### src/design/frame_defs.svh
// ==============================
// Board frame build constants
// Register map, reset hold counts,
// button count and input polarity
// ==============================

`ifndef FRAME_DEFS_SVH
`define FRAME_DEFS_SVH

// APB byte offsets
`define FRAME_REG_STATUS_LO     32'h0000_0000
`define FRAME_REG_STATUS_HI     32'h0000_0004
`define FRAME_REG_CORE_MOD      32'h0000_0008
`define FRAME_REG_CTRL          32'h0000_000C
`define FRAME_REG_ID            32'h0000_0010

// Read-only identity word
`define FRAME_ID                32'h4652_4D31

// Cycles of reset hold
`define FRAME_RST_CYCLES        16
`define FRAME_GAME_RST_CYCLES   8

// Buttons in use per player, 1 to 6
`define FRAME_BUTTONS           2
`define FRAME_INPUTS_ACTIVE_LOW 1

`endif
### src/design/frame_io_pkg.sv
// ==============================
// Joystick and game input types
// ==============================

package frame_io_pkg;

    localparam int NUM_PLAYERS = 4;

    // Board joystick word layout, active high
    localparam int JOY_RIGHT   = 0;
    localparam int JOY_LEFT    = 1;
    localparam int JOY_DOWN    = 2;
    localparam int JOY_UP      = 3;
    localparam int JOY_BTN     = 4;
    localparam int JOY_COIN    = 10;
    localparam int JOY_START   = 11;
    localparam int JOY_SERVICE = 12;

    typedef logic [15:0] board_joy_t;

    // Directions plus six buttons
    typedef logic [9:0] game_joy_t;

    // Index 0 is player 1
    typedef board_joy_t [NUM_PLAYERS-1:0] joy_set_t;
    typedef game_joy_t  [NUM_PLAYERS-1:0] game_set_t;

endpackage

### src/design/frame_ctrl_pkg.sv
// ==============================
// Configuration and status types
// Option word, core mode, control
// bits and decoded DIP settings
// ==============================

package frame_ctrl_pkg;

    // Bit positions inside the option word
    localparam int STS_RESET   = 0;
    localparam int STS_FM_N    = 1;
    localparam int STS_PSG_N   = 2;
    localparam int STS_ROT_LSB = 3;
    localparam int STS_TEST    = 5;
    localparam int STS_PAUSE   = 6;
    localparam int STS_FLIP    = 7;
    localparam int STS_FX_LSB  = 8;

    typedef logic [63:0] status_t;

    // Bit 0 set for vertical games
    typedef logic [6:0] core_mod_t;

    typedef struct packed {
        logic downloading;
        logic rst_req;
    } ctrl_t;

    typedef struct packed {
        logic       enable_fm;
        logic       enable_psg;
        logic       dip_test;
        logic       dip_pause;
        logic       dip_flip;
        logic [1:0] dip_fxlevel;
    } dips_t;

endpackage

### src/design/frame_cfg_if.sv
// ==============================
// Configuration bundle from the
// register block to the board
// ==============================

`timescale 1ns/1ps

interface frame_cfg_if
    import frame_ctrl_pkg::*;
();

    status_t   status;
    core_mod_t core_mod;
    ctrl_t     ctrl;

    modport regs  (output status, output core_mod, output ctrl);
    modport board (input  status, input  core_mod, input  ctrl);

endinterface

### src/design/frame_mist.sv
// ==============================
// Board frame top level
// APB register access and board I/O
// ==============================

`timescale 1ns/1ps

module frame_mist
    import frame_ctrl_pkg::*;
    import frame_io_pkg::*;
(
    input  logic                   clk_sys,
    input  logic                   rst_n,
    input  logic                   pll_locked,
    // APB slave
    input  logic [31:0]            paddr,
    input  logic                   psel,
    input  logic                   penable,
    input  logic                   pwrite,
    input  logic [31:0]            pwdata,
    output logic [31:0]            prdata,
    output logic                   pready,
    output logic                   pslverr,
    output status_t                status,
    // Resets
    output logic                   rst,
    output logic                   game_rst,
    output logic                   game_rst_n,
    // Joysticks
    input  joy_set_t               board_joystick,
    output game_set_t              game_joystick,
    output logic [NUM_PLAYERS-1:0] game_coin,
    output logic [NUM_PLAYERS-1:0] game_start,
    output logic                   game_service,
    // DIP settings
    output logic                   enable_fm,
    output logic                   enable_psg,
    output logic                   dip_test,
    output logic                   dip_pause,
    output logic                   dip_flip,
    output logic [1:0]             dip_fxlevel,
    // Debug
    input  logic [3:0]             gfx_en,
    output logic                   led
);

    dips_t dips;

    frame_cfg_if u_cfg_if ();

    frame_cfg_regs u_base (
        .clk_sys ( clk_sys  ),
        .rst_n   ( rst_n    ),
        .paddr   ( paddr    ),
        .psel    ( psel     ),
        .penable ( penable  ),
        .pwrite  ( pwrite   ),
        .pwdata  ( pwdata   ),
        .prdata  ( prdata   ),
        .pready  ( pready   ),
        .pslverr ( pslverr  ),
        .cfg     ( u_cfg_if )
    );

    frame_board u_board (
        .clk_sys        ( clk_sys        ),
        .rst_n          ( rst_n          ),
        .pll_locked     ( pll_locked     ),
        .gfx_en         ( gfx_en         ),
        .board_joystick ( board_joystick ),
        .cfg            ( u_cfg_if       ),
        .rst            ( rst            ),
        .game_rst       ( game_rst       ),
        .game_rst_n     ( game_rst_n     ),
        .game_joystick  ( game_joystick  ),
        .game_coin      ( game_coin      ),
        .game_start     ( game_start     ),
        .game_service   ( game_service   ),
        .dips           ( dips           ),
        .led            ( led            )
    );

    assign status      = u_cfg_if.status;
    assign enable_fm   = dips.enable_fm;
    assign enable_psg  = dips.enable_psg;
    assign dip_test    = dips.dip_test;
    assign dip_pause   = dips.dip_pause;
    assign dip_flip    = dips.dip_flip;
    assign dip_fxlevel = dips.dip_fxlevel;

endmodule

### src/design/frame_board.sv
// ==============================
// Board block
// DIP decode, status LED, resets
// and joystick mapping
// ==============================

`timescale 1ns/1ps

module frame_board
    import frame_ctrl_pkg::*;
    import frame_io_pkg::*;
(
    input  logic                   clk_sys,
    input  logic                   rst_n,
    input  logic                   pll_locked,
    input  logic [3:0]             gfx_en,
    input  joy_set_t               board_joystick,
    frame_cfg_if.board             cfg,
    output logic                   rst,
    output logic                   game_rst,
    output logic                   game_rst_n,
    output game_set_t              game_joystick,
    output logic [NUM_PLAYERS-1:0] game_coin,
    output logic [NUM_PLAYERS-1:0] game_start,
    output logic                   game_service,
    output dips_t                  dips,
    output logic                   led
);

    logic rotate;

    // Sound enables are stored inverted
    always_comb begin
        dips.enable_fm   = ~cfg.status[STS_FM_N];
        dips.enable_psg  = ~cfg.status[STS_PSG_N];
        dips.dip_test    = cfg.status[STS_TEST];
        dips.dip_pause   = cfg.status[STS_PAUSE];
        dips.dip_flip    = cfg.status[STS_FLIP];
        dips.dip_fxlevel = cfg.status[STS_FX_LSB +: 2];
    end

    // Vertical game shown on an unrotated screen
    assign rotate = (cfg.status[STS_ROT_LSB +: 2] == 2'b00) & cfg.core_mod[0];

    assign led = ~(cfg.ctrl.downloading | rst | ~pll_locked | ~&gfx_en);

    frame_reset u_reset (
        .clk_sys     ( clk_sys              ),
        .rst_n       ( rst_n                ),
        .pll_locked  ( pll_locked           ),
        .downloading ( cfg.ctrl.downloading ),
        .rst_req     ( cfg.ctrl.rst_req     ),
        .dip_flip    ( dips.dip_flip        ),
        .rst         ( rst                  ),
        .game_rst    ( game_rst             )
    );

    assign game_rst_n = ~game_rst;

    frame_joy_map u_joy (
        .clk_sys        ( clk_sys        ),
        .rst_n          ( rst_n          ),
        .rst            ( rst            ),
        .rotate         ( rotate         ),
        .board_joystick ( board_joystick ),
        .game_joystick  ( game_joystick  ),
        .game_coin      ( game_coin      ),
        .game_start     ( game_start     ),
        .game_service   ( game_service   )
    );

endmodule

### src/design/frame_joy_map.sv
// ==============================
// Joystick mapper
// Rotation, button mask, polarity
// ==============================

`timescale 1ns/1ps
`include "frame_defs.svh"

module frame_joy_map
    import frame_io_pkg::*;
(
    input  logic                   clk_sys,
    input  logic                   rst_n,
    input  logic                   rst,
    input  logic                   rotate,
    input  joy_set_t               board_joystick,
    output game_set_t              game_joystick,
    output logic [NUM_PLAYERS-1:0] game_coin,
    output logic [NUM_PLAYERS-1:0] game_start,
    output logic                   game_service
);

    localparam int         BUTTONS  = `FRAME_BUTTONS;
    localparam logic [5:0] BTN_MASK = 6'((1 << BUTTONS) - 1);
    localparam logic       INV      = 1'(`FRAME_INPUTS_ACTIVE_LOW);

    game_set_t              joy_nxt;
    game_set_t              joy_q;
    logic [NUM_PLAYERS-1:0] coin_q;
    logic [NUM_PLAYERS-1:0] start_q;
    logic                   service_q;

    // Quarter turn for vertical screens
    function automatic logic [3:0] map_dir(input board_joy_t j, input logic rot);
        logic [3:0] d;
        d[JOY_RIGHT] = rot ? j[JOY_UP]    : j[JOY_RIGHT];
        d[JOY_DOWN]  = rot ? j[JOY_RIGHT] : j[JOY_DOWN];
        d[JOY_LEFT]  = rot ? j[JOY_DOWN]  : j[JOY_LEFT];
        d[JOY_UP]    = rot ? j[JOY_LEFT]  : j[JOY_UP];
        return d;
    endfunction

    always_comb begin
        for (int p = 0; p < NUM_PLAYERS; p++) begin
            joy_nxt[p] = {board_joystick[p][JOY_BTN +: 6] & BTN_MASK,
                          map_dir(board_joystick[p], rotate)};
        end
    end

    // Held released during frame reset
    always_ff @(posedge clk_sys or negedge rst_n) begin
        if (!rst_n) begin
            joy_q     <= '0;
            coin_q    <= '0;
            start_q   <= '0;
            service_q <= 1'b0;
        end else if (rst) begin
            joy_q     <= '0;
            coin_q    <= '0;
            start_q   <= '0;
            service_q <= 1'b0;
        end else begin
            joy_q <= joy_nxt;
            for (int p = 0; p < NUM_PLAYERS; p++) begin
                coin_q[p]  <= board_joystick[p][JOY_COIN];
                start_q[p] <= board_joystick[p][JOY_START];
            end
            service_q <= board_joystick[0][JOY_SERVICE];
        end
    end

    assign game_joystick = joy_q ^ {$bits(game_set_t){INV}};
    assign game_coin     = coin_q ^ {NUM_PLAYERS{INV}};
    assign game_start    = start_q ^ {NUM_PLAYERS{INV}};
    assign game_service  = service_q ^ INV;

endmodule

### src/design/frame_reset.sv
// ==============================
// Reset sequencer
// Frame reset after PLL lock and
// the stretched game reset
// ==============================

`timescale 1ns/1ps
`include "frame_defs.svh"

module frame_reset (
    input  logic clk_sys,
    input  logic rst_n,
    input  logic pll_locked,
    input  logic downloading,
    input  logic rst_req,
    input  logic dip_flip,
    output logic rst,
    output logic game_rst
);

    localparam int RST_CYCLES  = `FRAME_RST_CYCLES;
    localparam int GAME_CYCLES = `FRAME_GAME_RST_CYCLES;
    localparam int RST_W       = $clog2(RST_CYCLES + 1);
    localparam int GAME_W      = $clog2(GAME_CYCLES + 1);

    logic [RST_W-1:0]  rst_cnt;
    logic              rst_hold;
    logic [GAME_W-1:0] game_cnt;
    logic              flip_q;
    logic              dl_q;
    logic              cause;

    // Frame reset counts lock cycles, restarts when lock drops
    always_ff @(posedge clk_sys or negedge rst_n) begin
        if (!rst_n) begin
            rst_cnt  <= '0;
            rst_hold <= 1'b1;
        end else if (!pll_locked) begin
            rst_cnt  <= '0;
            rst_hold <= 1'b1;
        end else if (rst_hold) begin
            if (rst_cnt == RST_W'(RST_CYCLES - 1)) begin
                rst_hold <= 1'b0;
            end else begin
                rst_cnt <= rst_cnt + 1'b1;
            end
        end
    end

    assign rst = rst_hold | ~pll_locked;

    // Request pulse, flip change or falling download
    assign cause = rst_req | (dip_flip ^ flip_q) | (dl_q & ~downloading);

    always_ff @(posedge clk_sys or negedge rst_n) begin
        if (!rst_n) begin
            flip_q   <= 1'b0;
            dl_q     <= 1'b0;
            game_cnt <= '0;
        end else begin
            flip_q <= dip_flip;
            dl_q   <= downloading;
            // Cause cycle is the first held cycle
            if (cause) begin
                game_cnt <= GAME_W'(GAME_CYCLES - 1);
            end else if (game_cnt != '0) begin
                game_cnt <= game_cnt - 1'b1;
            end
        end
    end

    assign game_rst = rst | downloading | cause | (game_cnt != '0);

endmodule

### src/design/frame_cfg_regs.sv
// ==============================
// APB register block
// Option word, core mode, control
// and the identity register
// ==============================

`timescale 1ns/1ps
`include "frame_defs.svh"

module frame_cfg_regs
    import frame_ctrl_pkg::*;
(
    input  logic        clk_sys,
    input  logic        rst_n,
    input  logic [31:0] paddr,
    input  logic        psel,
    input  logic        penable,
    input  logic        pwrite,
    input  logic [31:0] pwdata,
    output logic [31:0] prdata,
    output logic        pready,
    output logic        pslverr,
    frame_cfg_if.regs   cfg
);

    status_t     status_q;
    core_mod_t   core_mod_q;
    ctrl_t       ctrl_q;
    logic        access;
    logic        wr_en;
    logic        wr_lo;
    logic        wr_hi;
    logic        wr_mod;
    logic        wr_ctrl;
    logic        mapped;
    logic [31:0] rd_data;

    // Access phase of an APB transfer
    assign access  = psel & penable;
    assign wr_en   = access & pwrite;
    assign wr_lo   = wr_en && (paddr == `FRAME_REG_STATUS_LO);
    assign wr_hi   = wr_en && (paddr == `FRAME_REG_STATUS_HI);
    assign wr_mod  = wr_en && (paddr == `FRAME_REG_CORE_MOD);
    assign wr_ctrl = wr_en && (paddr == `FRAME_REG_CTRL);

    // Read mux and map check
    always_comb begin
        mapped  = 1'b1;
        rd_data = '0;
        case (paddr)
            `FRAME_REG_STATUS_LO: rd_data = status_q[31:0];
            `FRAME_REG_STATUS_HI: rd_data = status_q[63:32];
            `FRAME_REG_CORE_MOD:  rd_data = {25'd0, core_mod_q};
            `FRAME_REG_CTRL:      rd_data = {30'd0, ctrl_q.downloading, 1'b0};
            `FRAME_REG_ID:        rd_data = `FRAME_ID;
            default:              mapped  = 1'b0;
        endcase
    end

    assign prdata  = rd_data;
    assign pready  = 1'b1;
    assign pslverr = access & ~mapped;

    always_ff @(posedge clk_sys or negedge rst_n) begin
        if (!rst_n) begin
            status_q   <= '0;
            core_mod_q <= '0;
            ctrl_q     <= '0;
        end else begin
            // Menu reset bit only lives for one cycle
            if (wr_lo) begin
                status_q[31:0] <= pwdata;
            end else begin
                status_q[STS_RESET] <= 1'b0;
            end
            if (wr_hi) begin
                status_q[63:32] <= pwdata;
            end
            if (wr_mod) begin
                core_mod_q <= pwdata[$bits(core_mod_t)-1:0];
            end
            if (wr_ctrl) begin
                ctrl_q.downloading <= pwdata[1];
            end
            // Either source gives a single pulse
            ctrl_q.rst_req <= (wr_lo & pwdata[STS_RESET]) | (wr_ctrl & pwdata[0]);
        end
    end

    assign cfg.status   = status_q;
    assign cfg.core_mod = core_mod_q;
    assign cfg.ctrl     = ctrl_q;

endmodule

### config.mk
export PLATFORM = sky130hd
export DESIGN_NAME = frame_mist
export DESIGN_NICKNAME = d
export VERILOG_FILES = /design/src/design/frame_io_pkg.sv /design/src/design/frame_ctrl_pkg.sv /design/src/design/frame_cfg_if.sv /design/src/design/frame_mist.sv /design/src/design/frame_board.sv /design/src/design/frame_joy_map.sv /design/src/design/frame_reset.sv /design/src/design/frame_cfg_regs.sv
export VERILOG_INCLUDE_DIRS = /design/src /design/src/design
export SDC_FILE = /design/constraint.sdc
export NUM_CORES = 1
export LEC_CHECK = 0
export ABC_AREA = 1
export ABC_CLOCK_PERIOD_IN_PS = 2080
export BUFFER_PORTS_ARGS = -buffer_cell sky130_fd_sc_hd__buf_2
export CELL_PAD_IN_SITES_DETAIL_PLACEMENT = 0
export CELL_PAD_IN_SITES_GLOBAL_PLACEMENT = 1
export CORE_MARGIN = 5
export CORE_UTILIZATION = 32
export CTS_CLUSTER_DIAMETER = 40
export DETAILED_ROUTE_END_ITERATION = 16
export HOLD_SLACK_MARGIN = 0.15
export PLACE_DENSITY = 0.92
export SLEW_MARGIN = 15
export SYNTH_ARGS = -nofsm -noshare
export SYNTH_HDL_FRONTEND = slang
export SYNTH_SLANG_ARGS = --single-unit
export TNS_END_PERCENT = 10
### constraint.sdc
create_clock -name clk_sys -period 2.08 [get_ports clk_sys]
set_input_delay 0.312 -clock clk_sys [delete_from_list [all_inputs] [get_ports clk_sys]]
set_output_delay 0.312 -clock clk_sys [all_outputs]
set_load 0.005 [all_outputs]
==> flow_summary.json, run 1 <==
{
  "path_cells": "buf_2 > inv_1 > nand2_1 > nor2_1 > nand2_2 > inv_1 > nand2_2 > nor2_4 > buf_12 > buf_12 > nand2_1 > o211ai_1 > buf_2",
  "clkLatencyLatePin_ns": 0.41,
  "cp-start-kind": "input port",
  "place.gp.congestion": 0.829,
  "endpoint_kind": "output port",
  "path_delay_family": "buffers and inverters",
  "tritoncts": "built",
  "fin_cells": 1295,
  "fmax_ghz": 0.515,
  "hold_class": "input port to flip-flop",
  "swShare_pct": 20.9,
  "cpMaxStageDelayCell": "buf_2",
  "p_leak_nw": 4.75,
  "ir_worst_vdd_uv": 536,
  "powerDensity_nw_per_um2": 671,
  "ys_ff_latch": 118,
  "ys.warnings.count": 0,
  "power_frac_comb_pct": 5.9,
  "num_antenna_cells": 0,
  "clock_sinks": 118,
  "portBuffers": 247,
  "power_frac_clock_pct": 54.4,
  "seq_area_frac_synth_pct": 50.9,
  "cp_slowest_stage_delay_ns": 0.16,
  "seq_power_share_pct": 39.7,
  "start_util_pct": 32.4,
  "htree_levels": 4,
  "routed_wl_um": 18400,
  "overflow": 0,
  "drv_cap": 0,
  "clk_pin_slew_ns": 0.05,
  "grt_pass1_wl_um": 28200,
  "synthTopCellsByArea": "dfrtp_1 (50%), nand2_1 (12%), inv_1 (7.9%), nor2_1 (5.4%), o21ai_0 (4.3%)",
  "final_max_slew_viol_count": 0,
  "p_switching_mw": 1.21,
  "yosysTopAreaCellShare_pct": 50.5,
  "synth.avg_cell_area_um2": 7.91,
  "core.rowCount": 49,
  "synth_cell_type_count": 33,
  "required_ns": 1.77,
  "clock_skew_ns": 0.00642,
  "rsz0062_at_grt": "no",
  "ios": 296,
  "drc_errors": 0,
  "avgRoutedWirePerCell_um": 14.2,
  "grt_max_degree": 119,
  "die_area_um2": 20900,
  "cts-root-buf": "clkbuf_16",
  "die_x_um": 145,
  "first_global_vias": 5811,
  "via_per_inst": 4.43,
  "power.internal_mw": 4.59,
  "setup_viol": 0,
  "crit_buf_inv": 6,
  "status": "complete, no violations",
  "antenna_found_initial": 0,
  "layout.nets": 1195,
  "syn_inst": 733,
  "nFillCells": 1706,
  "grt_use_total_pct": 17.1,
  "die_h_um": 145,
  "core-area_um2": 17900,
  "timing.final.crit_share_pct": 93.3,
  "finalHoldViolations": 0,
  "slew_headroom_pct": 57.0,
  "tightest_slew_ns": 0.645,
  "yosys.area.top_type": "dfrtp_1",
  "path_class": "input port to output port",
  "drt_iter0_drc": 237,
  "netlist_area_um2": 5800,
  "hpwl_um": 12600,
  "num_vias": 5734,
  "final_util_pct": 48.3,
  "critPathMaxFanout": 12,
  "tns_ns": 0,
  "syn_to_final_growth_pct": 49.1,
  "placed_cells": 1195,
  "antenna_left": 0,
  "drive_gt1_share_pct": 32.2,
  "critPathArrivalTime_ns": 1.63,
  "first_pass_iters": 4,
  "fin_crit_ns": 1.94,
  "cts_max_path_buffers": 2,
  "cts_buffers": 17
}
repair_timing:
item                                   4_1_cts  5_1_grt
gates resized for setup                      1        7
gates cloned                                 0        3
hold buffers                                61        0
buffers inserted                             0        4
pin swaps                                    0        2
endpoints found under the hold margin      204        0
setup endpoints to repair                    2       26
logic make-up after synthesis:
family,after synthesis,synth area share [%]
buf+inv,175,13.7
flops,118,50.9
other cells,1,0.0646
simple gates,338,24.2
compound gates,95,9.99
fa+ha+maj,4,0.863
xor+xnor,2,0.302
cell usage after synthesis:
| cell type | n |
|---|---|
| nand4_1 | 7 |
| ha_1 | 4 |
| nand2_1 | 188 |
| o211ai_1 | 13 |
| nand3_1 | 43 |
| buf_1 | 1 |
| nor3_1 | 4 |
| inv_2 | 2 |
| buf_6 | 3 |
| conb_1 | 1 |
| xor2_1 | 2 |
| clkinv_1 | 1 |
| inv_1 | 122 |
| clkbuf_1 | 10 |
| nand2_2 | 3 |
| a21oi_1 | 4 |
| dfstp_2 | 1 |
| buf_8 | 1 |
| o21ai_2 | 18 |
| nor2_4 | 2 |
| nor2_2 | 3 |
| nor2_1 | 84 |
| dfrtp_1 | 117 |
| a31oi_1 | 1 |
| buf_2 | 12 |
| buf_4 | 23 |
| and3_1 | 1 |
| nand2_4 | 1 |
| or2_2 | 1 |
| a211oi_1 | 1 |
| o21ai_0 | 50 |
| o21ai_1 | 8 |
| nor2_8 | 1 |
routing by layer:
metal | global-route usage (%) | part of all wire, % | vias to the layer above
met1 | 20.5 | 40 | 2654
met3 | 6.35 | 9.2 | 20
met2 | 29.1 | 49 | 209
met4 | 4.27 | 1.2 | 0
li1 | - | - | 2851
met5 | 0 | 0 | -
state kept, by name, summed over array words and instances, names as in the netlist:
name / cells
u_base.cfg.core_mod: 7
u_board.u_joy.start_q: 4
u_board.u_reset.rst_cnt: 5
u_board.u_joy.coin_q: 4
u_board.u_joy.service_q: 1
u_base.cfg.ctrl: 2
u_base.cfg.status: 64
u_board.u_joy.joy_q: 24
u_board.u_reset.flip_q: 1
u_board.u_reset.rst_hold: 1
u_board.u_reset.game_cnt: 4
u_board.u_reset.dl_q: 1
worst min-delay path, stage by stage:
cell    delay, ns
buf_2        0.09
nor2_1       0.04
nor2_1       0.10
area by class of cell:
cell class	instances	area [um2]	area share, %
clock buffer	18	429	4.96
sequential	118	2960	34.2
clock inverter	14	208	2.40
inverter	125	473	5.47
timing repair buffer	335	2170	25.1
tap	229	287	3.31
multi-input combinational	456	2130	24.6
worst paths after layout:
check                                           start                          to  slack [ns]  cells after the start
max                                         paddr[20]                  prdata[11]        0.14                     13
max in group asynchronous                       rst_n       u_base.cfg.status[61]        1.05                      3
min reg2reg                      u_base.cfg.status[7]      u_board.u_reset.flip_q        0.48                      0
min in group asynchronous                       rst_n       u_base.cfg.status[40]        0.54                      3
max reg2reg                u_board.u_reset.rst_cnt[0]  u_board.u_reset.rst_cnt[3]        0.37                     10
min                                board_joystick[19]     u_board.u_joy.joy_q[10]        0.18                      3
placed cells by master, fill, tap and decap left out, types with 2 or more instances in the layout:
| cell | n |
|---|---|
| clkinv_4 | 2 |
| buf_4 | 17 |
| inv_1 | 121 |
| nor2_2 | 4 |
| nand2_2 | 4 |
| ha_1 | 4 |
| clkbuf_16 | 19 |
| bufinv_16 | 5 |
| buf_6 | 2 |
| nand3_1 | 42 |
| nand4_1 | 7 |
| o21ai_1 | 8 |
| o21ai_0 | 50 |
| nor2_4 | 3 |
| inv_2 | 2 |
| dlygate4sd3_1 | 61 |
| dfrtp_1 | 116 |
| nor2_1 | 82 |
| nand2_1 | 187 |
| nor3_1 | 4 |
| buf_12 | 6 |
| clkinv_2 | 5 |
| o21ai_2 | 18 |
| o211ai_1 | 13 |
| conb_1 | 17 |
| clkinvlp_4 | 3 |
| a21oi_1 | 4 |
| buf_2 | 247 |
| xor2_1 | 2 |
stage by stage:
| stage | instance area [um2] | power (mW) | worst slack (ns) | hold slack [ns] |
|---|---|---|---|---|
| after floorplan | 5860 | 2.43 | 0.417 | 0.0164 |
| after global placement | 7280 | 2.59 | 0.0917 | 0.460 |
| after detailed placement | 7280 | 2.60 | 0.0675 | 0.462 |
| after CTS | 8530 | 5.88 | 0.0406 | 0.153 |
| after global routing | 8650 | 6.02 | 0.00294 | 0.165 |
| final | 8650 | 5.80 | 0.138 | 0.179 |
power groups by stage:
| stage | sequential [mW] | combinational (mW) | clock (mW) |
|---|---|---|---|
| after floorplan | 2.35 | 0.0889 | 0 |
| after global placement | 2.35 | 0.248 | 0 |
| after detailed placement | 2.35 | 0.250 | 0 |
| after CTS | 2.31 | 0.341 | 3.24 |
| after global routing | 2.31 | 0.384 | 3.33 |
| final | 2.31 | 0.340 | 3.16 |
No activity file was read; power rests on OpenSTA's default activity.
==> inputs of run 2 (changes only) <==
--- a/config.mk
+++ b/config.mk
@@ -11,6 +11,7 @@
 export BUFFER_PORTS_ARGS = -buffer_cell sky130_fd_sc_hd__buf_2
 export CELL_PAD_IN_SITES_DETAIL_PLACEMENT = 0
 export CELL_PAD_IN_SITES_GLOBAL_PLACEMENT = 1
+export CORE_ASPECT_RATIO = 1.2
 export CORE_MARGIN = 5
 export CORE_UTILIZATION = 32
 export CTS_CLUSTER_DIAMETER = 40
==> flow_summary.json, run 2 (same netlist as run 1, synthesis figures left out) <==
{
  "status": "complete, no violations",
  "ios": 296,
  "final_cell_mix": "buf_2 (246), nand2_1 (187), inv_1 (122), dfrtp_1 (116), nor2_1 (83)",
  "die_x_um": 133,
  "hold_class": "input port to flip-flop",
  "crit_buf_inv": 2,
  "path_delay_family": "simple AND/OR/NAND/NOR gates",
  "critPathMaxFanout": 4,
  "drc_errors": 0,
  "layout.nets": 1200,
  "die_h_um": 157,
  "critPathArrivalTime_ns": 1.63,
  "place.gp.congestion": 0.793,
  "grt_pass1_wl_um": 29100,
  "required_ns": 1.77,
  "multi_input_area_um2": 2120,
  "rsz0062_at_grt": "no",
  "first_pass_iters": 4,
  "setup_viol": 0,
  "antenna_left": 0,
  "drv_cap": 0,
  "clock_sinks": 118,
  "tritoncts": "built",
  "largest_reg_flops": 64,
  "finalHoldViolations": 0,
  "ir_worst_vdd_uv": 403,
  "final_common_cell": "buf_2",
  "placed_cell_area_um2": 7320,
  "timing.final.crit_share_pct": 93.5,
  "htree_levels": 4,
  "avgRoutedWirePerCell_um": 14.1,
  "first_global_vias": 5847,
  "clk_pin_slew_ns": 0.05,
  "fin_crit_ns": 1.94,
  "cp-start-kind": "flip-flop",
  "worstRegToRegCells": 10,
  "syn_to_final_growth_pct": 48.5,
  "portBuffers": 247,
  "grt_max_degree": 70,
  "seq_area_um2": 2960,
  "cp_num_cells": 7,
  "cts_max_path_buffers": 2,
  "nFillCells": 1733,
  "path_class": "flip-flop to output port",
  "fmax_ghz": 0.514,
  "overflow": 0,
  "core-area_um2": 18000,
  "hold_depth": 3,
  "tns_ns": 0,
  "hold_ws_ns": 0.175,
  "endpoint_kind": "output port",
  "antenna_found_initial": 0,
  "die_area_um2": 20900,
  "powerDensity_nw_per_um2": 634,
  "cts_buffers": 17,
  "start_util_pct": 32.2,
  "clock_skew_ns": 0.00769,
  "p_leak_nw": 4.74,
  "via_per_inst": 4.46,
  "routed_wl_um": 18200,
  "path_cells": "xor2_1 > nor2_1 > nand2_1 > nor2_4 > nand3_1 > inv_1 > buf_2",
  "num_vias": 5784,
  "drt_iter0_drc": 349,
  "core.rowCount": 54,
  "hpwl_um": 12800,
  "cpMaxStageDelayCell": "dfrtp_2",
  "cts-root-buf": "clkbuf_16",
  "clkLatencyLatePin_ns": 0.40,
  "drive_gt1_share_pct": 32.0,
  "finish.instance_area_um2": 8610,
  "cp_slowest_stage_delay_ns": 0.43,
  "grt_use_total_pct": 17.1,
  "final_max_slew_viol_count": 0
}
run 2: changes by cell type in the layout (fill, tap and decap cells not counted), sizes merged:
cell | previous run | this run
clkinvlp | 3 | 4
clkinv | 8 | 7
buf | 272 | 277
bufinv | 5 | 2
clkbuf | 20 | 22
diode | 0 | 1
inv | 123 | 124
run 2: layer usage:
metal  global-route usage (%)  vias to the layer above  share of wire (%)
li1                         -                     2861                  -
met1                     20.3                     2694                 41
met2                     29.8                      192                 51
met3                     3.64                       37                5.0
met4                     7.57                        0                2.9
met5                        0                        -                  0
run 2: path summary, 6_finish.rpt:
kind,start,to,slack [ns]
worst max-delay path,u_base.cfg.status[7],game_rst_n,0.14
min in group asynchronous,rst_n,u_base.cfg.status[38],0.45
worst max register to register,u_board.u_reset.rst_cnt[0],u_board.u_reset.rst_cnt[3],0.38
worst min register to register,u_base.cfg.status[7],u_board.u_reset.flip_q,0.45
max in group asynchronous,rst_n,u_board.u_reset.rst_hold,1.22
worst min-delay path,board_joystick[1],u_board.u_joy.joy_q[3],0.18
run 2: area by class of cell:
type,count,area share [%]
flip-flops and latches,118,34.3
repair buffers,340,25.7
multi-input cells,456,24.7
inverters,125,5.45
clock buffers,20,5.07
well taps,224,3.25
clock inverters,12,1.53
diodes,1,0.0291
run 2: stage by stage:
stage	util [%]	cells	power, mW	setup slack (ns)
after floorplan	-	749	2.43	0.417
after CTS	47.1	1290	5.54	0.00284
after global routing	47.7	1295	5.68	0.00428
after detailed placement	40.6	1197	2.60	0.0592
final	47.7	1296	5.46	0.135
after global placement	40.6	1197	2.60	0.0670
run 2: power by group:
part | switching, mW | internal [mW] | leakage (nW)
sequential | 0.00335 | 2.30 | 1.48
combinational | 0.167 | 0.179 | 3.00
clock | 1.05 | 1.76 | 0.266
run 2: worst reg2reg max path: cells and delay by family, from the launching register on:
| family | cells | cell delay [ns] |
|---|---|---|
| flops | 1 | 0.39 |
| compound gates | 2 | 0.21 |
| fa+ha+maj | 2 | 0.41 |
| buf+inv | 1 | 0.08 |
| simple gates | 5 | 0.50 |
run 2: timing repair:
item / 4_1_cts / 5_1_grt
hold buffers: 61 / 0
resized for setup: 2 / 6
setup endpoints to repair: 2 / 24
buffers inserted: 0 / 3
endpoints found under the hold margin: 207 / 0
cloned: 0 / 2
pin swaps: 0 / 1
